<file path="config.mk">
export PLATFORM = sky130hd
export DESIGN_NAME = prefetch_buffer
export DESIGN_NICKNAME = d
export VERILOG_FILES = /design/src/prefetch_pkg.sv /design/src/fetch_fifo.sv /design/src/prefetch_ctrl.sv /design/src/prefetch_buffer.sv
export VERILOG_INCLUDE_DIRS = /design/src
export SDC_FILE = /design/constraint.sdc
export NUM_CORES = 1
export LEC_CHECK = 0
export ABC_CLOCK_PERIOD_IN_PS = 9100
export BUFFER_PORTS_ARGS = -buffer_cell sky130_fd_sc_hd__buf_2
export CORE_UTILIZATION = 60
export CTS_CLUSTER_SIZE = 12
export DETAILED_ROUTE_END_ITERATION = 16
export GPL_TIMING_DRIVEN = 0
export PLACE_DENSITY = 0.89
export SLEW_MARGIN = 20
export SYNTH_ARGS = -nofsm -noshare
export SYNTH_HDL_FRONTEND = slang
export SYNTH_SLANG_ARGS = --single-unit
</file>
<file path="constraint.sdc">
create_clock -name clk_i -period 9.1 [get_ports clk_i]
set_input_delay 1.82 -clock clk_i [delete_from_list [all_inputs] [get_ports clk_i]]
set_output_delay 1.82 -clock clk_i [all_outputs]
set_load 0.005 [all_outputs]
</file>
<file path="src/prefetch_cfg.svh">
// build-time configuration of the instruction prefetch buffer
// included by the package and by every RTL file of the fetch stage
// change the values here to resize the queue or the memory port

`ifndef PREFETCH_CFG_SVH
`define PREFETCH_CFG_SVH

// fetch queue entries, 2 or more
`define FETCH_DEPTH 4
// 1: a response into an empty queue is visible on the core port at once
`define FETCH_FALL_THROUGH 1'b0
// requests allowed in flight towards instruction memory
`define FETCH_MAX_OUTSTANDING 4

// memory port widths
`define FETCH_ADDR_W 32
`define FETCH_INSTR_W 32

// queue pointer and occupancy widths, derived from the depth
`define FETCH_PTR_W $clog2(`FETCH_DEPTH)
`define FETCH_CNT_W (`FETCH_PTR_W + 1)

`endif

</file>
<file path="src/prefetch_pkg.sv">
// types shared by the prefetch controller, the fetch queue and the top level
// compile before any of the RTL modules

`include "prefetch_cfg.svh"

package prefetch_pkg;

    // byte address of an instruction, always word-aligned
    typedef logic [`FETCH_ADDR_W-1:0] addr_t;

    // raw instruction word from memory
    typedef logic [`FETCH_INSTR_W-1:0] instr_t;

    // queue element: address on top, instruction below
    typedef logic [`FETCH_ADDR_W+`FETCH_INSTR_W-1:0] fetch_entry_t;

    // queue occupancy, 0 up to the full depth
    typedef logic [`FETCH_CNT_W-1:0] fifo_cnt_t;

    // requests in flight and requests to throw away
    typedef logic [2:0] os_cnt_t;

    // controller state
    // REDIRECT while responses of an old stream are still on their way
    typedef enum logic {
        RUN,
        REDIRECT
    } fetch_state_e;

endpackage

</file>
<file path="src/fetch_fifo.sv">
// circular queue holding fetched instructions with their addresses
// flush empties it, flush_but_first keeps only the head entry
// with fall-through set, a push into an empty queue shows on data_o at once

`timescale 1ns/1ps
`include "prefetch_cfg.svh"

module fetch_fifo (
    input  logic                       clk_i,
    input  logic                       rst_ni,
    input  logic                       flush_i,
    input  logic                       flush_but_first_i,
    input  logic                       push_i,
    input  prefetch_pkg::fetch_entry_t data_i,
    input  logic                       pop_i,
    output prefetch_pkg::fetch_entry_t data_o,
    output logic                       full_o,
    output logic                       empty_o,
    output prefetch_pkg::fifo_cnt_t    usage_o
);
    import prefetch_pkg::*;

    localparam int unsigned DEPTH        = `FETCH_DEPTH;
    localparam bit          FALL_THROUGH = `FETCH_FALL_THROUGH;
    localparam int unsigned PTR_W        = `FETCH_PTR_W;
    localparam int unsigned CNT_W        = `FETCH_CNT_W;

    // read points at the head, write at the next free slot
    logic [PTR_W-1:0] rd_ptr_q;
    logic [PTR_W-1:0] rd_ptr_d;
    logic [PTR_W-1:0] wr_ptr_q;
    logic [PTR_W-1:0] wr_ptr_d;
    fifo_cnt_t        cnt_q;
    fifo_cnt_t        cnt_d;

    // entry storage
    fetch_entry_t     mem_q [DEPTH];

    logic             push_ok;
    logic             pop_ok;
    logic             bypass;
    logic             keep_head;

    // wrap by hand so depths that are not a power of two work too
    function automatic logic [PTR_W-1:0] ptr_inc(input logic [PTR_W-1:0] ptr);
        logic [PTR_W-1:0] nxt;
        if (ptr == PTR_W'(DEPTH - 1)) begin
            nxt = '0;
        end else begin
            nxt = ptr + 1'b1;
        end
        return nxt;
    endfunction

    // incoming word into an empty queue goes straight out in fall-through mode
    assign bypass  = FALL_THROUGH && (cnt_q == '0) && push_i;

    assign full_o  = (cnt_q == CNT_W'(DEPTH));
    assign empty_o = (cnt_q == '0) && !bypass;
    assign usage_o = cnt_q;

    // push when full and pop when empty are ignored
    assign push_ok = push_i && !full_o;
    assign pop_ok  = pop_i && !empty_o;

    assign data_o  = bypass ? data_i : mem_q[rd_ptr_q];

    // head survives a flush_but_first unless the core takes it this cycle
    // the bypassed word counts as the head since it lands at rd_ptr_q
    assign keep_head = ((cnt_q != '0) || bypass) && !pop_ok;

    always_comb begin
        rd_ptr_d = rd_ptr_q;
        wr_ptr_d = wr_ptr_q;
        cnt_d    = cnt_q;

        if (bypass && pop_ok) begin
            // word goes straight through to the core
            // pointers and count stay as they are
        end else begin
            if (push_ok) begin
                wr_ptr_d = ptr_inc(wr_ptr_q);
            end
            if (pop_ok) begin
                rd_ptr_d = ptr_inc(rd_ptr_q);
            end
            // push and pop together leave the count alone
            case ({push_ok, pop_ok})
                2'b10:   cnt_d = cnt_q + 1'b1;
                2'b01:   cnt_d = cnt_q - 1'b1;
                default: cnt_d = cnt_q;
            endcase
        end
    end

    always_ff @(posedge clk_i or negedge rst_ni) begin
        if (!rst_ni) begin
            rd_ptr_q <= '0;
            wr_ptr_q <= '0;
            cnt_q    <= '0;
        end else if (flush_i) begin
            // branch drops everything
            rd_ptr_q <= '0;
            wr_ptr_q <= '0;
            cnt_q    <= '0;
        end else if (flush_but_first_i) begin
            // hardware loop jump keeps the head and writes right behind it
            if (keep_head) begin
                rd_ptr_q <= rd_ptr_q;
                wr_ptr_q <= ptr_inc(rd_ptr_q);
                cnt_q    <= CNT_W'(1);
            end else begin
                rd_ptr_q <= '0;
                wr_ptr_q <= '0;
                cnt_q    <= '0;
            end
        end else begin
            rd_ptr_q <= rd_ptr_d;
            wr_ptr_q <= wr_ptr_d;
            cnt_q    <= cnt_d;
        end
    end

    // slot written on every accepted push
    // a word written during a flush is simply never read
    always_ff @(posedge clk_i) begin
        if (push_ok) begin
            mem_q[wr_ptr_q] <= data_i;
        end
    end

endmodule

</file>
<file path="src/prefetch_ctrl.sv">
// fetch controller: issues word reads to instruction memory within the credit
// of the queue, tags each returned word with its address and pushes it
// redirects flush the queue and discard responses of the old stream

`timescale 1ns/1ps
`include "prefetch_cfg.svh"

module prefetch_ctrl (
    input  logic                       clk_i,
    input  logic                       rst_ni,
    input  logic                       branch_i,
    input  prefetch_pkg::addr_t        branch_addr_i,
    input  logic                       hwlp_jump_i,
    input  prefetch_pkg::addr_t        hwlp_addr_i,
    output logic                       mem_req_o,
    output prefetch_pkg::addr_t        mem_addr_o,
    input  logic                       mem_rvalid_i,
    input  prefetch_pkg::instr_t       mem_rdata_i,
    input  prefetch_pkg::fifo_cnt_t    fifo_usage_i,
    output logic                       fifo_push_o,
    output prefetch_pkg::fetch_entry_t fifo_entry_o,
    output logic                       fifo_flush_o,
    output logic                       fifo_flush_but_first_o
);
    import prefetch_pkg::*;

    // wide enough for queue usage plus outstanding requests
    localparam int unsigned SUM_W = ((`FETCH_CNT_W > 3) ? `FETCH_CNT_W : 3) + 1;

    fetch_state_e     state_q;
    fetch_state_e     state_d;
    addr_t            fetch_addr_q;
    addr_t            resp_addr_q;
    os_cnt_t          os_cnt_q;
    os_cnt_t          os_cnt_d;
    os_cnt_t          discard_q;
    os_cnt_t          discard_d;
    logic             fetch_en_q;

    logic             redirect;
    addr_t            redirect_addr;
    logic [SUM_W-1:0] credit_sum;
    logic             credit_ok;
    logic             req;
    logic             drop;

    // branch wins over a loop jump in the same cycle
    assign redirect      = branch_i || hwlp_jump_i;
    assign redirect_addr = branch_i ? branch_addr_i : hwlp_addr_i;

    assign fifo_flush_o           = branch_i;
    assign fifo_flush_but_first_o = hwlp_jump_i && !branch_i;

    // every word in flight already owns a queue slot
    assign credit_sum = SUM_W'(fifo_usage_i) + SUM_W'(os_cnt_q);
    assign credit_ok  = (credit_sum < SUM_W'(`FETCH_DEPTH))
                     && (os_cnt_q < os_cnt_t'(`FETCH_MAX_OUTSTANDING));

    // no request in the redirect cycle, the old address is dead
    // fetch_en_q holds requests off until the first edge after reset
    assign req        = fetch_en_q && credit_ok && !redirect;
    assign mem_req_o  = req;
    assign mem_addr_o = fetch_addr_q;

    // responses that belong to a stream before the last redirect
    assign drop = mem_rvalid_i && (state_q == REDIRECT);

    assign fifo_push_o  = mem_rvalid_i && !drop;
    assign fifo_entry_o = {resp_addr_q, mem_rdata_i};

    always_comb begin
        os_cnt_d  = os_cnt_q;
        discard_d = discard_q;
        state_d   = state_q;

        // one more out, one back, or both
        if (req && !mem_rvalid_i) begin
            os_cnt_d = os_cnt_q + 1'b1;
        end else if (!req && mem_rvalid_i) begin
            os_cnt_d = os_cnt_q - 1'b1;
        end

        // drain stale words, back to RUN with the last one
        if (drop) begin
            discard_d = discard_q - 1'b1;
            if (discard_q == os_cnt_t'(1)) begin
                state_d = RUN;
            end
        end

        // everything still in flight after this cycle is stale
        if (redirect) begin
            discard_d = os_cnt_d;
            state_d   = (os_cnt_d != '0) ? REDIRECT : RUN;
        end
    end

    always_ff @(posedge clk_i or negedge rst_ni) begin
        if (!rst_ni) begin
            state_q      <= RUN;
            fetch_addr_q <= '0;
            resp_addr_q  <= '0;
            os_cnt_q     <= '0;
            discard_q    <= '0;
            fetch_en_q   <= 1'b0;
        end else begin
            state_q    <= state_d;
            os_cnt_q   <= os_cnt_d;
            discard_q  <= discard_d;
            fetch_en_q <= 1'b1;
            if (redirect) begin
                // both streams restart at the target
                fetch_addr_q <= redirect_addr;
                resp_addr_q  <= redirect_addr;
            end else begin
                if (req) begin
                    fetch_addr_q <= fetch_addr_q + addr_t'(4);
                end
                // responses come back in order, so the tag just counts up
                if (fifo_push_o) begin
                    resp_addr_q <= resp_addr_q + addr_t'(4);
                end
            end
        end
    end

endmodule

</file>
<file path="src/prefetch_buffer.sv">
// instruction prefetch buffer of the fetch stage
// memory side: one-cycle read strobes, in-order responses of any latency
// core side: valid/ready with address and instruction, plus redirect strobes

`timescale 1ns/1ps
`include "prefetch_cfg.svh"

module prefetch_buffer (
    input  logic                 clk_i,
    input  logic                 rst_ni,
    input  logic                 branch_i,
    input  prefetch_pkg::addr_t  branch_addr_i,
    input  logic                 hwlp_jump_i,
    input  prefetch_pkg::addr_t  hwlp_addr_i,
    output logic                 mem_req_o,
    output prefetch_pkg::addr_t  mem_addr_o,
    input  logic                 mem_rvalid_i,
    input  prefetch_pkg::instr_t mem_rdata_i,
    output logic                 valid_o,
    output prefetch_pkg::addr_t  addr_o,
    output prefetch_pkg::instr_t instr_o,
    input  logic                 ready_i
);
    import prefetch_pkg::*;

    fifo_cnt_t    fifo_usage;
    logic         fifo_push;
    logic         fifo_flush;
    logic         fifo_flush_but_first;
    logic         fifo_empty;
    fetch_entry_t fifo_entry;
    fetch_entry_t fifo_head;

    prefetch_ctrl i_ctrl (
        .clk_i                  (clk_i),
        .rst_ni                 (rst_ni),
        .branch_i               (branch_i),
        .branch_addr_i          (branch_addr_i),
        .hwlp_jump_i            (hwlp_jump_i),
        .hwlp_addr_i            (hwlp_addr_i),
        .mem_req_o              (mem_req_o),
        .mem_addr_o             (mem_addr_o),
        .mem_rvalid_i           (mem_rvalid_i),
        .mem_rdata_i            (mem_rdata_i),
        .fifo_usage_i           (fifo_usage),
        .fifo_push_o            (fifo_push),
        .fifo_entry_o           (fifo_entry),
        .fifo_flush_o           (fifo_flush),
        .fifo_flush_but_first_o (fifo_flush_but_first)
    );

    // full is never reached with a push pending, the credit rule sees to it
    fetch_fifo i_fifo (
        .clk_i             (clk_i),
        .rst_ni            (rst_ni),
        .flush_i           (fifo_flush),
        .flush_but_first_i (fifo_flush_but_first),
        .push_i            (fifo_push),
        .data_i            (fifo_entry),
        .pop_i             (ready_i),
        .data_o            (fifo_head),
        .full_o            (),
        .empty_o           (fifo_empty),
        .usage_o           (fifo_usage)
    );

    // head of the queue straight to the core
    assign valid_o = !fifo_empty;
    assign addr_o  = fifo_head[`FETCH_ADDR_W+`FETCH_INSTR_W-1:`FETCH_INSTR_W];
    assign instr_o = fifo_head[`FETCH_INSTR_W-1:0];

endmodule

</file>
==> results of run 1 <==
registers in the layout, summed over array words and instances, names as in the netlist, 2 cells and up:
name and flops:
i_ctrl.discard_q 3, i_ctrl.mem_addr_o 31, i_ctrl.os_cnt_q 3, i_ctrl.resp_addr_q 31
i_fifo.mem_q 256, i_fifo.rd_ptr_q 2, i_fifo.usage_o 3, i_fifo.wr_ptr_q 2
metrics by stage:
| step | cells | util, % | total power [W] | setup WS, ns |
|---|---|---|---|---|
| global placement | 1438 | 67.9 | 0.00226 | 3.51 |
| CTS | 1498 | 72.9 | 0.00358 | 4.39 |
| finish | 1498 | 72.9 | 0.00357 | 4.35 |
| global route | 1498 | 72.9 | 0.00368 | 4.24 |
| floorplan | 928 | - | 0.00209 | 4.82 |
| detailed placement | 1443 | 68.5 | 0.00229 | 4.40 |
worst min path at each step:
stage                             to  cells past startpoint
6_report         i_fifo.mem_q[1][33]                      0
5_1_grt        i_ctrl.mem_addr_o[12]                      2
4_1_cts          i_fifo.mem_q[1][33]                      0
3_5_place_dp   i_ctrl.mem_addr_o[12]                      2
3_3_place_gp      i_ctrl.os_cnt_q[2]                      1
2_1_floorplan    i_fifo.mem_q[0][53]                      0
per-layer routing:
metal  part of all wire (%)  global-route usage (%)  routed length [um]
met1                     38                    39.4               13400
met2                     50                    50.8               17500
met3                    9.5                    4.92                3330
met4                    2.6                    9.71                 900
met5                  0.037                       0                  13
layout make-up:
class	instances	area (um^2)	share of cell area (%)
Sequential cell	333	9610	57.6
Buffer	46	209	1.25
Clock inverter	12	90.1	0.539
Tap cell	313	392	2.34
Timing Repair Buffer	202	1100	6.56
Inverter	17	63.8	0.382
Clock buffer	43	927	5.55
Multi-Input combinational cell	532	4310	25.8
kinds of logic (layout without fill, tap and decap cells):
family | after synthesis | in the layout | synth area share (%)
simple gates | 198 | 198 | 7.36
other cells | 1 | 1 | 0.0264
mux | 69 | 69 | 10.5
xor+xnor | 12 | 12 | 0.741
flops | 333 | 333 | 67.8
fa+ha+maj | 15 | 15 | 1.38
buf+inv | 63 | 320 | 1.92
compound gates | 237 | 237 | 10.3
where the power goes:
part           switching (W)  internal (W)  leakage (nW)  total [W]
Clock               0.000543      0.000747         0.494    0.00129
Sequential          0.000101       0.00175          3.31    0.00185
Combinational       0.000240      0.000186          2.33   0.000426
layout by cell type, fill, tap and decap left out, types with 4 or more instances in the layout:
cell / n
edfxtp_1: 256
buf_2: 216
a21oi_1: 92
dfrtp_1: 77
mux4_2: 64
nand2_1: 51
o21ai_0: 49
nor2_1: 36
clkbuf_16: 36
nand3_1: 33
a22oi_1: 26
clkbuf_1: 24
inv_1: 17
nand4_1: 17
ha_1: 14
and3_1: 13
o31ai_1: 11
a2bb2oi_1: 11
xnor2_1: 8
and4_1: 8
a31oi_1: 8
clkinv_1: 8
nor3_1: 7
buf_1: 6
o22a_1: 6
nand2b_1: 5
o21ai_1: 5
or3_1: 5
mux2i_1: 5
buf_4: 4
xor2_1: 4
and2_4: 4
a22o_1: 4
buf_12: 4
==> impl_metrics.yaml, run 1 <==
final_layout:
  fill_cells: 1399
  nets: 1284
  drive_gt1_share_pct: 29.1
  syn_to_final_growth_pct: 17.7
  n_antenna_cell: 0
  final_area_mm2: 0.0167
synth:
  synthTopCellsByCount: "edfxtp_1 (256), a21oi_1 (92), dfrtp_1 (77), mux4_2 (64), nand2_1 (51)"
  ys_warn_count: 0
  avgSynthCellArea_um2: 15.3
  yosys.area.top_type: "edfxtp_1"
  synth-seq-cells: 333
  synth_nets: 1045
  ys_seq_area_share_pct: 67.8
  synth_edf_count: 256
  syn_inst: 928
  synth.most_common_cell: "edfxtp_1"
  synth_top_area_share_pct: 54.2
  synth_area_mm2: 0.0142
  synthDistinctLibCells: 61
  synthArstFlopShare_pct: 23.1
  synth_flop_cell: "edfxtp_1"
  synth_area_leaders: "edfxtp_1 (54%), dfrtp_1 (14%), mux4_2 (10%)"
sta:
  max_slew_margin_pct: 48.4
  timing.setup.tns_ns: 0
  hold_viol: 0
  finalCriticalPeriod_ns: 4.75
  worst_pin_slew_ns: 0.773
  finalCritPeriodShare_pct: 52.2
  clock.fmax_mhz: 210
  slew_viol_final: 0
  fin_skew_ns: 0.0146
  rsz0062_at_grt: "no"
  finalSetupViolCount: 0
  hold_ws_ns: 0.555
die:
  die_y_um: 156
  io_pins: 200
  initial_utilization_pct: 61.9
  placementRows: 55
  die-area_mm2: 0.0243
  dieWidth_um: 156
  coreArea_mm2: 0.0229
route:
  wl_per_cell_um: 23.5
  first_pass_iters: 6
  vias: 9703
  initialDrtViolationCount: 1034
  antenna_left: 0
  avgViaCountPerCell: 6.48
  drt_wl_total_um: 35200
  drc: 0
critical_path:
  start_kind: "input pin"
  crit_family: "simple AND/OR/NAND/NOR gates"
  r2r_cells: 8
  worstPathCellList: "clkbuf_1 > nor2_2 > nand2_1 > inv_1 > buf_2"
  worst_path_max_delay_cell: "nor2_2"
  crit_path_max_fanout: 10
  critPathCaptureType: "output pin"
  reg2reg_from: "i_ctrl.state_q"
  slowest_delay_ns: 0.42
  crit_buf_inv: 3
  arrival_ns: 2.93
  crit_type: "in2out"
  r2r_slack_ns: 6.28
  startpoint: "branch_i"
  worstPathRequired_ns: 7.28
  cp.depth: 5
  crit_end: "mem_req_o"
  r2r-end: "i_fifo.usage_o[2]"
outcome:
  status: "completed"
cts:
  htree_levels: 2
  clock-sinks: 333
  cts_resized: 0
  post_cts_buffers: 0
  clkLatencyLatePin_ns: 0.51
  cts-root-buf: "clkbuf_16"
  cts_buffers: 35
  clkTransAtPathRegs_ns: 0.05
  clockBufferDepth: 3
  hold_buffers: 0
  cts_tree: "done"
pwr:
  pwr_density_cell_mw_per_mm2: 214
  max-vdd-ir-drop_uv: 126
  p_leak_nw: 6.14
worst_hold_path:
  hold_class: "reg2reg"
  worstHoldStart: "i_ctrl.resp_addr_q[1]"
global_routing:
  antenna_found_initial: 1
  overflow: 0
  grt_pass1_vias: 9705
  grt_pass1_wl_um: 54100
  grt_usage_pct: 29.8
  grt_max_degree: 52
place:
  place.gp.congestion: 0.935
  placed_area_mm2: 0.0157
  port_buffers: 197
  dpl.hpwl_um: 23600
flow_run:
  cap_violations: 0
Note: power is estimated with default switching activity, not from simulation.
==> run 2: changes to the inputs <==
ABC_CLOCK_PERIOD_IN_PS = 4400   (was 9100)
CORE_UTILIZATION = 57   (was 60)
PLACE_DENSITY = 0.85   (was 0.89)
clock period = 4.4 ns   (was 9.1 ns; I/O delays follow)
==> run 2 against run 1 <==
  * Combinational power up 110%
  * Sequential cell count is the same
  * Sequential power increased by 110%
  * Clock-buffer cell count is 13 higher
  * Hold slack got worse by 0.25 ns
  * Global-route usage shrank 0.66 points
  * Cell count rose by 1.2%
  * Design area up 0.61%
  * Die area up 5.2%
  * Sequential share of layout area fell by 0.35 points
==> impl_metrics.yaml, run 2 (synthesized netlist as in run 1, its figures left out) <==
cts:
  clkTransAtPathRegs_ns: 0.06
  cts_buffers: 36
  clkLatencyLatePin_ns: 0.52
  cts_tree: "done"
  post_cts_buffers: 0
  htree_levels: 2
  cts_resized: 0
  cts-root-buf: "clkbuf_16"
  hold_buffers: 0
  clockBufferDepth: 3
  clock-sinks: 333
sta:
  hold_viol: 0
  finalSetupViolCount: 0
  finalCritPeriodShare_pct: 83.1
  rsz0062_at_grt: "no"
  worst_pin_slew_ns: 0.752
  timing.setup.tns_ns: 0
  hold_ws_ns: 0.304
  max_slew_margin_pct: 49.8
  finalCriticalPeriod_ns: 3.65
  clock.fmax_mhz: 274
  fin_skew_ns: 0.0218
  slew_viol_final: 0
global_routing:
  overflow: 0
  grt_max_degree: 53
  grt_pass1_wl_um: 56300
  grt_usage_pct: 29.2
  antenna_found_initial: 0
  grt_pass1_vias: 9684
route:
  drc: 0
  wl_per_cell_um: 24.2
  antenna_left: 0
  drt_wl_total_um: 36600
  first_pass_iters: 6
  avgViaCountPerCell: 6.39
  initialDrtViolationCount: 1021
  vias: 9687
pwr:
  p_int_w: 0.00567
  switching_share_pct: 24.9
  p_seq_share_pct: 50.8
  comb_power_share_pct: 11.7
  power_switching_w: 0.00188
  max-vdd-ir-drop_uv: 258
  p_leak_nw: 6.18
  clkPwrFrac_pct: 37.5
  pwr_density_cell_mw_per_mm2: 449
die:
  die_y_um: 160
  dieWidth_um: 160
  coreArea_mm2: 0.0244
  io_pins: 200
  die-area_mm2: 0.0255
  placementRows: 57
  initial_utilization_pct: 58.2
final_layout:
  post-route-util_pct: 68.9
  ff_latch_area_mm2: 0.00961
  drive_gt1_share_pct: 29.4
  most-common-layout-cells: "edfxtp_1 (256), buf_2 (216), a21oi_1 (92)"
  n_antenna_cell: 0
  multi_input_area_mm2: 0.00431
  final_area_mm2: 0.0168
  fill_cells: 1668
  regMostFlops: "i_fifo.mem_q"
  fin_cells: 1516
  largest_register_ffs: 256
  nets: 1285
  syn_to_final_growth_pct: 18.4
  final_common_cell: "edfxtp_1"
place:
  place.gp.congestion: 0.957
  placed_area_mm2: 0.0157
  port_buffers: 197
  place_inst: 1454
  dpl.hpwl_um: 24000
outcome:
  status: "completed"
critical_path:
  worstPathRequired_ns: 3.52
  critPathCaptureType: "output pin"
  crit_family: "buffers and inverters"
  start_kind: "register"
  crit_buf_inv: 3
  worstPathCellList: "clkbuf_1 > clkbuf_1 > mux4_2 > buf_2"
  cpMostUsedCell: "clkbuf_1"
  arrival_ns: 2.77
  worst_path_max_delay_cell: "clkbuf_1"
  slowest_delay_ns: 0.59
  crit_type: "reg2out"
  crit_path_max_fanout: 10
flow_run:
  cap_violations: 0
worst_hold_path:
  hold_class: "in2async"
## run 2: cell types whose count changed in the layout (fill, tap and decap cells not counted), sizes merged
cell and delta:
clkinv -7, inv +1, clkbuf +13
## run 2: power by group through the flow
stage	clock (W)	combinational [W]	sequential [W]
floorplan	0	0.000510	0.00382
global placement	0	0.000817	0.00387
detailed placement	0	0.000867	0.00388
CTS	0.00286	0.000880	0.00383
global route	0.00298	0.000963	0.00386
finish	0.00283	0.000883	0.00384
## run 2: final timing paths
| kind | start | cells past startpoint | slack [ns] | end |
|---|---|---|---|---|
| worst max-delay path | i_fifo.rd_ptr_q[1] | 4 | 0.75 | addr_o[16] |
| worst min-delay path | rst_ni | 1 | 0.30 | i_ctrl.mem_addr_o[21] |
| worst max register to register | i_ctrl.state_q | 8 | 1.71 | i_fifo.usage_o[2] |
| worst min register to register | i_ctrl.resp_addr_q[1] | 0 | 0.54 | i_fifo.mem_q[0][33] |
| max in group asynchronous | rst_ni | 2 | 3.50 | i_ctrl.resp_addr_q[12] |
| min in group clk_i | i_ctrl.resp_addr_q[1] | 0 | 0.54 | i_fifo.mem_q[0][33] |
## run 2: through the flow
step	worst slack [ns]	total power (W)
final	0.746	0.00755
after global routing	0.642	0.00780
after CTS	0.698	0.00757
after detailed placement	1.22	0.00475
after global placement	-0.304	0.00469
after floorplan	1.06	0.00433
## run 2: area by class of cell
class                   instances  area share, %
clock buffers                  56           6.11
inverters                      17          0.380
repair buffers                202           6.57
multi-input cells             532           25.7
flip-flops and latches        333           57.2
plain buffers                  46           1.24
clock inverters                 6          0.424
well taps                     324           2.41
## run 2: routing by layer
layer / vias up / wire, um / global-route usage (%)
met5: - / 0 / 0
met4: 0 / 1020 / 8.96
met3: 89 / 3140 / 5.01
met2: 627 / 18400 / 50.0
met1: 4773 / 14100 / 38.4
li1: 4198 / - / -
